### src/common/cheri_rf_defs.svh
// ########################################
// sizes and check-code constants shared by
// the register file, its control and the tests
// ########################################
`ifndef CHERI_RF_DEFS_SVH
`define CHERI_RF_DEFS_SVH

// register count, register 0 included
`define RF_NREGS 32

// register address width
`define RF_AW 5

// data word width
`define RF_DW 32

// request check-code width and the constant folded into every code
`define RF_CODE_W 7
`define RF_CODE_SEED 7'h2a

`endif

### src/common/cheri_cap_pkg.sv
// ########################################
// capability metadata as stored next to each
// data word in the register file
// ########################################
`default_nettype none

package cheri_cap_pkg;

  // compressed capability bounds and permissions, tag on top
  typedef struct packed {
    logic        valid;
    logic [11:0] perms;
    logic [4:0]  exp;
    logic [8:0]  base;
    logic [8:0]  top;
  } reg_cap_t;

  // untagged, no permissions, zero bounds
  localparam reg_cap_t NULL_REG_CAP = '{
    valid: 1'b0,
    perms: 12'h000,
    exp:   5'h00,
    base:  9'h000,
    top:   9'h000
  };

endpackage

`default_nettype wire

### src/common/rf_req_pkg.sv
// ########################################
// request payloads checked by the control block
// and the flags that can raise the alert
// ########################################
`default_nettype none

`include "cheri_rf_defs.svh"

package rf_req_pkg;
  import cheri_cap_pkg::*;

  // write port request, data and capability always together
  typedef struct packed {
    logic              we;
    logic [`RF_AW-1:0] waddr;
    logic [`RF_DW-1:0] wdata;
    reg_cap_t          wcap;
  } wr_req_t;

  // tag revocation, optionally clearing the tag
  typedef struct packed {
    logic              en;
    logic              clrtag;
    logic [`RF_AW-1:0] addr;
  } trvk_req_t;

  // tag reservation for an outstanding capability load
  typedef struct packed {
    logic              en;
    logic [`RF_AW-1:0] addr;
  } trsv_req_t;

  // one flag per alert source
  typedef struct packed {
    logic wr_code;
    logic trvk_code;
    logic trsv_code;
    logic shdw;
  } alert_src_t;

endpackage

`default_nettype wire

### src/common/rf_wr_if.sv
// ########################################
// accepted register write, from the control
// block to the register file
// ########################################
`timescale 1ns/10ps
`default_nettype none

`include "cheri_rf_defs.svh"

interface rf_wr_if
  import cheri_cap_pkg::*;
();

  logic              we;
  logic [`RF_AW-1:0] waddr;
  logic [`RF_DW-1:0] wdata;
  reg_cap_t          wcap;

  // control side drives a write only once it is validated
  modport ctrl (
    output we,
    output waddr,
    output wdata,
    output wcap
  );

  modport rf (
    input we,
    input waddr,
    input wdata,
    input wcap
  );

endinterface

`default_nettype wire

### src/regfile/cheri_regfile.sv
// ########################################
// data and capability storage with two
// combinational read ports and one write port
// ########################################
`timescale 1ns/10ps
`default_nettype none

`include "cheri_rf_defs.svh"

module cheri_regfile
  import cheri_cap_pkg::*;
(
  input  wire logic              clk_i,
  input  wire logic              rst_ni,

  rf_wr_if.rf                    wr,

  input  wire logic [`RF_AW-1:0] raddr_a_i,
  input  wire logic [`RF_AW-1:0] raddr_b_i,
  output logic      [`RF_DW-1:0] rdata_a_o,
  output logic      [`RF_DW-1:0] rdata_b_o,
  output reg_cap_t               rcap_a_o,
  output reg_cap_t               rcap_b_o,

  input  wire logic              rvk_en_i,
  input  wire logic              rvk_clrtag_i,
  input  wire logic [`RF_AW-1:0] rvk_addr_i
);

  logic [`RF_DW-1:0] rf_data [`RF_NREGS];
  reg_cap_t          rf_cap  [`RF_NREGS];

  logic              rvk_clr;

  assign rvk_clr = rvk_en_i & rvk_clrtag_i;

  // register 0 is hard-wired, no storage
  assign rf_data[0] = '0;
  assign rf_cap[0]  = NULL_REG_CAP;

  for (genvar i = 1; i < `RF_NREGS; i++) begin : g_regs
    localparam logic [`RF_AW-1:0] IDX = i;

    logic              wr_hit;
    logic              clr_hit;
    logic [`RF_DW-1:0] data_q;
    reg_cap_t          cap_q;
    reg_cap_t          cap_d;

    assign wr_hit  = wr.we & (wr.waddr == IDX);
    assign clr_hit = rvk_clr & (rvk_addr_i == IDX);

    // tag clear beats a same-cycle write, the other fields still load
    always_comb begin
      cap_d = cap_q;
      if (wr_hit) begin
        cap_d = wr.wcap;
      end
      if (clr_hit) begin
        cap_d.valid = 1'b0;
      end
    end

    always_ff @(posedge clk_i or negedge rst_ni) begin
      if (!rst_ni) begin
        data_q <= '0;
      end else if (wr_hit) begin
        data_q <= wr.wdata;
      end
    end

    always_ff @(posedge clk_i or negedge rst_ni) begin
      if (!rst_ni) begin
        cap_q <= NULL_REG_CAP;
      end else if (wr_hit || clr_hit) begin
        cap_q <= cap_d;
      end
    end

    assign rf_data[i] = data_q;
    assign rf_cap[i]  = cap_q;
  end

  assign rdata_a_o = rf_data[raddr_a_i];
  assign rdata_b_o = rf_data[raddr_b_i];

  // revocation bypass, the cleared tag shows before it is stored
  always_comb begin
    rcap_a_o = rf_cap[raddr_a_i];
    if (rvk_clr && (rvk_addr_i == raddr_a_i)) begin
      rcap_a_o.valid = 1'b0;
    end

    rcap_b_o = rf_cap[raddr_b_i];
    if (rvk_clr && (rvk_addr_i == raddr_b_i)) begin
      rcap_b_o.valid = 1'b0;
    end
  end

endmodule

`default_nettype wire

### src/regfile/reg_rdy_tracker.sv
// ########################################
// per-register ready vector for load-barrier
// revocation, with a delayed shadow check
// ########################################
`timescale 1ns/10ps
`default_nettype none

`include "cheri_rf_defs.svh"

module reg_rdy_tracker (
  input  wire logic                 clk_i,
  input  wire logic                 rst_ni,
  input  wire logic                 rsv_en_i,
  input  wire logic [`RF_AW-1:0]    rsv_addr_i,
  input  wire logic                 rvk_en_i,
  input  wire logic [`RF_AW-1:0]    rvk_addr_i,
  output logic      [`RF_NREGS-1:0] reg_rdy_o,
  output logic                      shdw_err_o
);

  logic [`RF_NREGS-1:0] rvk_dec;
  logic [`RF_NREGS-1:0] rdy_q;
  logic [`RF_NREGS-1:0] rdy_qq;
  logic [`RF_NREGS-1:0] shdw_q;
  logic                 rsv_en_q;
  logic [`RF_AW-1:0]    rsv_addr_q;
  logic                 rvk_en_q;
  logic [`RF_AW-1:0]    rvk_addr_q;

  // reservation wins, register 0 stays ready
  function automatic logic [`RF_NREGS-1:0] rdy_next(
    input logic [`RF_NREGS-1:0] cur,
    input logic                 rsv_en,
    input logic [`RF_AW-1:0]    rsv_addr,
    input logic                 rvk_en,
    input logic [`RF_AW-1:0]    rvk_addr
  );
    logic [`RF_NREGS-1:0] set_v;
    logic [`RF_NREGS-1:0] clr_v;
    set_v = rvk_en ? (`RF_NREGS'(1) << rvk_addr) : '0;
    clr_v = rsv_en ? (`RF_NREGS'(1) << rsv_addr) : '0;
    return ((cur | set_v) & ~clr_v) | `RF_NREGS'(1);
  endfunction

  assign rvk_dec = rvk_en_i ? (`RF_NREGS'(1) << rvk_addr_i) : '0;

  always_ff @(posedge clk_i or negedge rst_ni) begin
    if (!rst_ni) begin
      rdy_q <= '1;
    end else if (rsv_en_i || rvk_en_i) begin
      rdy_q <= rdy_next(rdy_q, rsv_en_i, rsv_addr_i, rvk_en_i, rvk_addr_i);
    end
  end

  // revoked bit reads ready in the same cycle
  assign reg_rdy_o = rdy_q | rvk_dec;

  // shadow copy runs one cycle behind from its own request flops
  always_ff @(posedge clk_i or negedge rst_ni) begin
    if (!rst_ni) begin
      rsv_en_q   <= 1'b0;
      rsv_addr_q <= '0;
      rvk_en_q   <= 1'b0;
      rvk_addr_q <= '0;
      rdy_qq     <= '1;
      shdw_q     <= '1;
    end else begin
      rsv_en_q   <= rsv_en_i;
      rsv_addr_q <= rsv_addr_i;
      rvk_en_q   <= rvk_en_i;
      rvk_addr_q <= rvk_addr_i;
      rdy_qq     <= rdy_q;
      shdw_q     <= rdy_next(shdw_q, rsv_en_q, rsv_addr_q, rvk_en_q, rvk_addr_q);
    end
  end

  assign shdw_err_o = (shdw_q != rdy_qq);

endmodule

`default_nettype wire

### src/cheri_rf_top.sv
// ########################################
// capability register file with load-barrier
// tag reservation and revocation ports
// ########################################
`timescale 1ns/10ps
`default_nettype none

`include "cheri_rf_defs.svh"

module cheri_rf_top
  import cheri_cap_pkg::*;
  import rf_req_pkg::*;
(
  input  wire logic                  clk_i,
  input  wire logic                  rst_ni,

  input  wire logic [`RF_AW-1:0]     raddr_a_i,
  input  wire logic [`RF_AW-1:0]     raddr_b_i,
  output logic      [`RF_DW-1:0]     rdata_a_o,
  output logic      [`RF_DW-1:0]     rdata_b_o,
  output reg_cap_t                   rcap_a_o,
  output reg_cap_t                   rcap_b_o,

  input  wire logic                  we_i,
  input  wire logic [`RF_AW-1:0]     waddr_i,
  input  wire logic [`RF_DW-1:0]     wdata_i,
  input  wire reg_cap_t              wcap_i,
  input  wire logic [`RF_CODE_W-1:0] wcode_i,

  input  wire logic                  trvk_en_i,
  input  wire logic                  trvk_clrtag_i,
  input  wire logic [`RF_AW-1:0]     trvk_addr_i,
  input  wire logic [`RF_CODE_W-1:0] trvk_code_i,

  input  wire logic                  trsv_en_i,
  input  wire logic [`RF_AW-1:0]     trsv_addr_i,
  input  wire logic [`RF_CODE_W-1:0] trsv_code_i,

  output logic      [`RF_NREGS-1:0]  reg_rdy_o,
  output logic                       alert_o
);

  wr_req_t           wr_req;
  trvk_req_t         trvk_req;
  trsv_req_t         trsv_req;
  logic              rsv_en;
  logic [`RF_AW-1:0] rsv_addr;
  logic              rvk_en;
  logic              rvk_clrtag;
  logic [`RF_AW-1:0] rvk_addr;
  logic              shdw_err;

  rf_wr_if wr_if ();

  assign wr_req   = '{we: we_i, waddr: waddr_i, wdata: wdata_i, wcap: wcap_i};
  assign trvk_req = '{en: trvk_en_i, clrtag: trvk_clrtag_i, addr: trvk_addr_i};
  assign trsv_req = '{en: trsv_en_i, addr: trsv_addr_i};

  rf_ctrl u_ctrl (
    .clk_i        (clk_i),
    .rst_ni       (rst_ni),
    .wr_req_i     (wr_req),
    .wr_code_i    (wcode_i),
    .trvk_req_i   (trvk_req),
    .trvk_code_i  (trvk_code_i),
    .trsv_req_i   (trsv_req),
    .trsv_code_i  (trsv_code_i),
    .shdw_err_i   (shdw_err),
    .wr           (wr_if.ctrl),
    .rsv_en_o     (rsv_en),
    .rsv_addr_o   (rsv_addr),
    .rvk_en_o     (rvk_en),
    .rvk_clrtag_o (rvk_clrtag),
    .rvk_addr_o   (rvk_addr),
    .alert_o      (alert_o)
  );

  cheri_regfile u_regfile (
    .clk_i        (clk_i),
    .rst_ni       (rst_ni),
    .wr           (wr_if.rf),
    .raddr_a_i    (raddr_a_i),
    .raddr_b_i    (raddr_b_i),
    .rdata_a_o    (rdata_a_o),
    .rdata_b_o    (rdata_b_o),
    .rcap_a_o     (rcap_a_o),
    .rcap_b_o     (rcap_b_o),
    .rvk_en_i     (rvk_en),
    .rvk_clrtag_i (rvk_clrtag),
    .rvk_addr_i   (rvk_addr)
  );

  reg_rdy_tracker u_rdy (
    .clk_i      (clk_i),
    .rst_ni     (rst_ni),
    .rsv_en_i   (rsv_en),
    .rsv_addr_i (rsv_addr),
    .rvk_en_i   (rvk_en),
    .rvk_addr_i (rvk_addr),
    .reg_rdy_o  (reg_rdy_o),
    .shdw_err_o (shdw_err)
  );

endmodule

`default_nettype wire

### src/rf_code_chk.sv
// ########################################
// folded XOR check code over any packed
// request payload, compared to the sent code
// ########################################
`timescale 1ns/10ps
`default_nettype none

`include "cheri_rf_defs.svh"

module rf_code_chk #(
  parameter type payload_t = logic
) (
  input  wire payload_t               payload_i,
  input  wire logic [`RF_CODE_W-1:0]  code_i,
  output logic                        err_o
);

  localparam int PW   = $bits(payload_t);
  localparam int NS   = (PW + `RF_CODE_W - 1) / `RF_CODE_W;
  localparam int PADW = NS * `RF_CODE_W;

  logic [PADW-1:0]       padded;
  logic [`RF_CODE_W-1:0] code_calc;

  // slices from the LSB up, last one zero-padded
  always_comb begin
    padded         = '0;
    padded[PW-1:0] = payload_i;
    code_calc      = `RF_CODE_SEED;
    for (int s = 0; s < NS; s++) begin
      code_calc = code_calc ^ padded[s*`RF_CODE_W +: `RF_CODE_W];
    end
  end

  assign err_o = (code_calc != code_i);

endmodule

`default_nettype wire

### src/rf_ctrl.sv
// ########################################
// validates write, reservation and revocation
// requests and registers the alert
// ########################################
`timescale 1ns/10ps
`default_nettype none

`include "cheri_rf_defs.svh"

module rf_ctrl
  import rf_req_pkg::*;
(
  input  wire logic                  clk_i,
  input  wire logic                  rst_ni,

  input  wire wr_req_t               wr_req_i,
  input  wire logic [`RF_CODE_W-1:0] wr_code_i,
  input  wire trvk_req_t             trvk_req_i,
  input  wire logic [`RF_CODE_W-1:0] trvk_code_i,
  input  wire trsv_req_t             trsv_req_i,
  input  wire logic [`RF_CODE_W-1:0] trsv_code_i,
  input  wire logic                  shdw_err_i,

  rf_wr_if.ctrl                      wr,

  output logic                       rsv_en_o,
  output logic      [`RF_AW-1:0]     rsv_addr_o,
  output logic                       rvk_en_o,
  output logic                       rvk_clrtag_o,
  output logic      [`RF_AW-1:0]     rvk_addr_o,
  output logic                       alert_o
);

  logic       wr_err;
  logic       trvk_err;
  logic       trsv_err;
  alert_src_t alert_src;
  logic       alert_q;

  rf_code_chk #(.payload_t(wr_req_t)) u_wr_chk (
    .payload_i (wr_req_i),
    .code_i    (wr_code_i),
    .err_o     (wr_err)
  );

  rf_code_chk #(.payload_t(trvk_req_t)) u_trvk_chk (
    .payload_i (trvk_req_i),
    .code_i    (trvk_code_i),
    .err_o     (trvk_err)
  );

  rf_code_chk #(.payload_t(trsv_req_t)) u_trsv_chk (
    .payload_i (trsv_req_i),
    .code_i    (trsv_code_i),
    .err_o     (trsv_err)
  );

  // writes to register 0 are dropped here
  assign wr.we    = wr_req_i.we & ~wr_err & (wr_req_i.waddr != '0);
  assign wr.waddr = wr_req_i.waddr;
  assign wr.wdata = wr_req_i.wdata;
  assign wr.wcap  = wr_req_i.wcap;

  assign rsv_en_o     = trsv_req_i.en & ~trsv_err;
  assign rsv_addr_o   = trsv_req_i.addr;
  assign rvk_en_o     = trvk_req_i.en & ~trvk_err;
  assign rvk_clrtag_o = trvk_req_i.clrtag;
  assign rvk_addr_o   = trvk_req_i.addr;

  // only an enabled request can fail its code
  assign alert_src.wr_code   = wr_req_i.we & wr_err;
  assign alert_src.trvk_code = trvk_req_i.en & trvk_err;
  assign alert_src.trsv_code = trsv_req_i.en & trsv_err;
  assign alert_src.shdw      = shdw_err_i;

  always_ff @(posedge clk_i or negedge rst_ni) begin
    if (!rst_ni) begin
      alert_q <= 1'b0;
    end else begin
      alert_q <= |alert_src;
    end
  end

  assign alert_o = alert_q;

endmodule

`default_nettype wire
### config.mk
export PLATFORM = sky130hd
export DESIGN_NAME = cheri_rf_top
export DESIGN_NICKNAME = d
export VERILOG_FILES = /design/src/common/cheri_cap_pkg.sv /design/src/common/rf_req_pkg.sv /design/src/common/rf_wr_if.sv /design/src/regfile/cheri_regfile.sv /design/src/regfile/reg_rdy_tracker.sv /design/src/cheri_rf_top.sv /design/src/rf_code_chk.sv /design/src/rf_ctrl.sv
export VERILOG_INCLUDE_DIRS = /design/src /design/src/common
export SDC_FILE = /design/constraint.sdc
export NUM_CORES = 2
export LEC_CHECK = 0
export BUFFER_PORTS_ARGS = -buffer_cell sky130_fd_sc_hd__buf_4
export CAP_MARGIN = 10
export CORE_ASPECT_RATIO = 1.75
export CORE_MARGIN = 1.5
export CORE_UTILIZATION = 36
export DETAILED_ROUTE_END_ITERATION = 8
export PLACE_DENSITY = 0.52
export SYNTH_ARGS = -nofsm -noshare
export SYNTH_HDL_FRONTEND = slang
export SYNTH_SLANG_ARGS = --single-unit
### constraint.sdc
create_clock -name clk_i -period 10.8 [get_ports clk_i]
set_input_delay 2.16 -clock clk_i [delete_from_list [all_inputs] [get_ports clk_i]]
set_output_delay 2.16 -clock clk_i [all_outputs]
set_load 0.02 [all_outputs]
After elaboration in Yosys (flattened, before gate mapping)
Index checks and enable logic that the tools add are counted.
Word-level totals
  bits in registers: 2214
  latch bits: 0
  RAM bits: 0
  bits in read-only memories: 0
  bits of input ports: 120
  word-level logic and storage cells: 571
  memories: 0
Operators by class
  add/subtract/negate cells: 0
  multipliers: 0
  div/mod/pow operators: 0
  magnitude comparators: 2
  equality and inequality tests: 68
  shift-type cells: 4
  muxes and demuxes: 80
  bitwise operators: 94
  reduce and logical (&&, ||, !) cells: 129
Operators by type and width (number)
  36-bit 2-to-1 mux: 35
  36-bit binary-select mux with 5-bit select: 2
  32-bit binary-select mux with 5-bit select: 2
  32-bit 2-to-1 mux: 8
  5-bit equality test, second input constant: 32
  1-bit by 5-bit left shift with 32-bit output, first input constant: 4
  2-bit AND reduction: 62
  5-bit by 4-bit equality test with 1-bit output, second input constant: 16
  1-bit bitwise AND: 70
  32-bit bitwise AND: 2
  32-bit inverter: 2
  32-bit OR: 2
  7-bit XOR: 9
  2-bit nonzero test: 31
  5-bit by 3-bit equality test with 1-bit output, second input constant: 8
  1-bit 2-to-1 mux: 33
  1-bit logical OR: 32
  31-bit != test: 1
  5-bit by 2-bit equality test with 1-bit output, second input constant: 4
  7-bit != test: 2
  6-bit greater-or-equal comparator, second input constant: 2
  5-bit inverter with 6-bit output: 2
  5-bit by 1-bit equality test with 1-bit output, second input constant: 2
  5-bit equality test: 2
  other kinds (7): 12

Longest topological paths before layout
  depth after elaboration: 18
  depth in mapped cells: 11
  mapped depth without buffers: 7

Modules after synthesis
From an unflattened synthesis, not the netlist that was laid out.
Unflattened totals
  cell total of the unflattened synthesis: 8314
  area total of the unflattened synthesis: 118593.7 um2
Modules (own cells, without submodules)
  cheri_regfile: times used 1, cells an instance 7778, area each 112615.5 um2
  reg_rdy_tracker: times used 1, cells an instance 353, area each 4430.5 um2
  rf_ctrl: times used 1, cells an instance 94, area each 713.2 um2
  rf_code_chk at u_ctrl.u_wr_chk: times used 1, cells an instance 72, area each 695.7 um2
  rf_code_chk at u_ctrl.u_trvk_chk: times used 1, cells an instance 9, area each 73.8 um2
  rf_code_chk at u_ctrl.u_trsv_chk: times used 1, cells an instance 8, area each 65.1 um2

Least setup slack after synthesis
Ideal clock, no wire load.
  path kind: input port to output port
  start point: in raddr_b_i[0]
  end point: out rdata_b_o[18]
  data arrival time: 4.617 ns
  required time: 8.640 ns
  slack: 4.023 ns
  stages: 6
  buffers on the path: 3
  cell sequence: clkbuf_1 -> buf_2 -> buf_1 -> mux4_2 -> mux4_2 -> mux2_2
On the way
  word-level cells in the longest chain between the ends: 4
RTL lines
  start: declaration: RTL line cheri_rf_top.sv:18  | input wire logic [`RF_AW-1:0] raddr_b_i,
  5-bit inverter with 6-bit output (implied by the code): RTL line cheri_regfile.sv:85  | assign rdata_b_o = rf_data[raddr_b_i];
  32-bit binary-select mux with 5-bit select: RTL line cheri_regfile.sv:85
  32-bit 2-to-1 mux (implied by the code) (2 in series): RTL line cheri_regfile.sv:85
  end: declaration: RTL line cheri_rf_top.sv:20  | output logic [`RF_DW-1:0] rdata_b_o,
Every way passes these cells. The select of a mux whose other input is x is not followed.

==> reports/metrics.csv <==
metric;value;unit
die area;333000;um2
Post-route DRC;0;
Leak;60.2;nW
power per standard cell area;142;nW/um2
Critical Path Most Common Cell;buf_4;
synthesized area per cell;16.2;um2
Slew @ Worst Pin;1.29;ns
max_slew headroom;14.1;%
Synth Area in Adders;0;%
final setup margin;3.17;ns
Detailed Place HPWL;232;mm
ranking of synthesized cells by area;dfrtp_1 (45%), mux4_2 (23%), mux2_2 (21%), dfstp_2 (2.1%), clkbuf_1 (1.5%);
main combinational cell family by area after synthesis;multiplexers;
Via Count;70400;
1st-iter DRT viols;5233;
# hold bufs at CTS;0;
vias in the first global route;76900;
Hold Crit Class;reg2reg;
compound-cell area share of the yosys netlist;1.88;%
initial antenna violation count;35;
fin crit period;7.63;ns
worst skew pair latency;0.88;ns
yosys warns;0;
critical path required time;8.64;ns
Synth top area share;44.7;%
crit-path cells;buf_8 > buf_12 > nor2b_4 > buf_4 > a22o_1 > mux4_2 > mux2_2 > buf_4;
r2r setup slk;8.75;ns
Multi-input gate area;59700;um2
period utilisation layout;70.7;%
RR Startpoint;u_rdy.shdw_q[22];
Net count, final;7302;
I/O Buffers;287;
Clock Skew;0.0234;ns
Yosys cell types;49;
largest net degree at the start of global routing;171;
mux contribution to synthesized area;46.0;%
fillers;29900;
Clock Sinks;2214;
post-CTS setup buffer count;0;
post-synthesis xor/xnor area fraction;0.962;%
Yosys reg bits;2214;
Num CTS Buffers;227;
Synth Cell Area;119000;um2
commonest non-fill, non-tap cell in the layout;mux2_2;
Fmax;131;MHz
reg2reg end;u_ctrl.alert_o;
Setup TNS Final;0;ns
I/O pin total;289;
Crit Path Category;in2out;
most frequent cells in the layout;mux2_2 (2222), dfrtp_1 (2121), mux4_2 (1223);
# resized after CTS;0;
cell count of the worst hold path;0;
TritonCTS clock tree;yes;
# setup viols final;0;
Post-Synth Simple-Gate Area;1.33;%
CTS H-tree depth;4;
FP Rows;278;
Clock Tree Buf Depth;4;
Worst Hold Path EP;u_rdy.rdy_qq[26];
layout cell share with drive strength beyond 1;60.7;%
status;complete, no violations;
Die Y;762;um
Post-DP Area;125000;um2
type of origin of the critical path;primary input;
R2R depth;5;
Die Width;437;um
RSZ-0062 raised after global routing;false;
synthesis-to-finish area growth;11.5;%
final core utilization;40.4;%
first-pass GRT wire length;578;mm
total core area;328000;um2
DRT Wirelength;399;mm
DR pass1 iterations;5;
register area share after synthesis;46.8;%
post-DR vias/cell;6.02;
dpl ws;3.04;ns
Max VDD drop;0.129;mV
design area;132000;um2
max-cap violations;0;
Top FF cell, synth;dfrtp_1;
asr flop ratio synth;100;%
Final Hold Fails;0;
Mapped Nets;7430;
storage element area;55500;um2
grt ovf;0;
wire per inst;34.1;um
gpl congestion;0.827;
Total Routing Usage GR;23.9;%
CTS clock-pin slew for the worst setup and hold paths;0.07;ns
Initial Util;36.2;%
Post-synth EDFFs;0;
critical path peak fanout;89;
Critical Path Max Stage Delay;0.62;ns
Slowest cell on crit path;buf_12;
largest area contributor in the netlist;dfrtp_1;
CP arrival;5.47;ns
Crit. End Element;primary output;
clock root buffer;clkbuf_16;
ANT nets after route;0;
worst min-delay path startpoint;u_rdy.rdy_q[26];
Post-Synthesis Cells;7310;
Slew Limit Fails;0;
Yosys cell counts (3+ instances only):
library cell  number
xnor3_1            5
nor3_1            40
nor2b_1           13
inv_1             11
and2_1             6
or3_1              3
mux2i_1           19
o31a_1             7
nand4_1           20
a31oi_1           21
and3b_1            3
xor2_1            41
nor4_4            11
buf_6             19
a21oi_1           63
mux4_2          1223
and3_1             5
a22o_1           136
mux2_4            90
nand2b_1          11
dfrtp_1         2121
clkbuf_1         478
mux2_2          2222
nand2_1           47
nor2_1            29
dfstp_2           93
nand3_1           37
mux2_1            45
buf_1            136
xnor2_1           71
o21ai_0            7
nor4_1            12
a21boi_0          31
or4_1              5
nor3_2             3
buf_4             46
a21o_1            31
nor4_2             3
nor3b_1            7
buf_2            126
through the flow:
step	total power, mW	hold WS [ns]	std cells
6_report	18.8	0.360	11700
5_1_grt	19.4	0.365	11700
4_1_cts	19.0	0.364	11700
3_5_place_dp	10.7	0.357	11300
3_3_place_gp	10.6	0.357	11300
2_1_floorplan	9.89	0.354	7310
worst max-delay path, delay by kind of cell:
| family | cells | cell delay [ns] |
|---|---|---|
| buffers and inverters | 4 | 1.79 |
| muxes | 2 | 0.84 |
| AOI/OAI and AO/OA | 1 | 0.37 |
| and+or+nand+nor | 1 | 0.07 |
state kept, by name, summed over array words and instances, names as in the netlist, 5 cells and up:
| register | flops |
|---|---|
| u_regfile.g_regs.cap_q | 1116 |
| u_regfile.g_regs.data_q | 992 |
| u_rdy.rdy_q | 31 |
| u_rdy.rdy_qq | 31 |
| u_rdy.shdw_q | 31 |
| u_rdy.rsv_addr_q | 5 |
| u_rdy.rvk_addr_q | 5 |
how the worst max path moves through the flow:
stage,depth (start not counted),from,end
3_3_place_gp,8,raddr_b_i[0],rdata_b_o[19]
5_1_grt,8,raddr_b_i[0],rdata_b_o[19]
2_1_floorplan,6,raddr_b_i[0],rdata_b_o[18]
4_1_cts,8,raddr_b_i[0],rdata_b_o[19]
3_5_place_dp,8,raddr_b_i[0],rdata_b_o[19]
6_report,8,raddr_b_i[0],rcap_b_o[26]
area by class of cell:
class / instances / share of cell area [%]
tap: 4340 / 4.10
multi-input combinational: 4280 / 45.1
sequential: 2214 / 42.0
inverter: 11 / 0.0312
timing repair buffer: 448 / 3.00
clock buffer: 331 / 4.95
antenna: 6 / 0.0113
clock inverter: 77 / 0.799
logic make-up (layout without fill, tap and decap cells):
kind of cell,Yosys count,count (layout)
mux,3599,3599
flops,2214,2214
buf+inv,816,867
compound gates,300,300
simple gates,261,261
xor+xnor,119,119
other cells,1,7
routing by layer:
layer / track usage, % / wire, um / vias up
met4: 9.13 / 16900 / 40
met1: 30.1 / 159000 / 39500
met3: 3.25 / 18800 / 703
met2: 41.5 / 204000 / 2064
met5: 0 / 259 / -
li1: - / - / 28100
power breakdown:
part           switching, mW  internal (mW)
combinational           1.09          0.717
sequential             0.158           8.52
clock                   3.54           4.74
total                   4.79           14.0
Note: power is estimated with default switching activity, not from simulation.
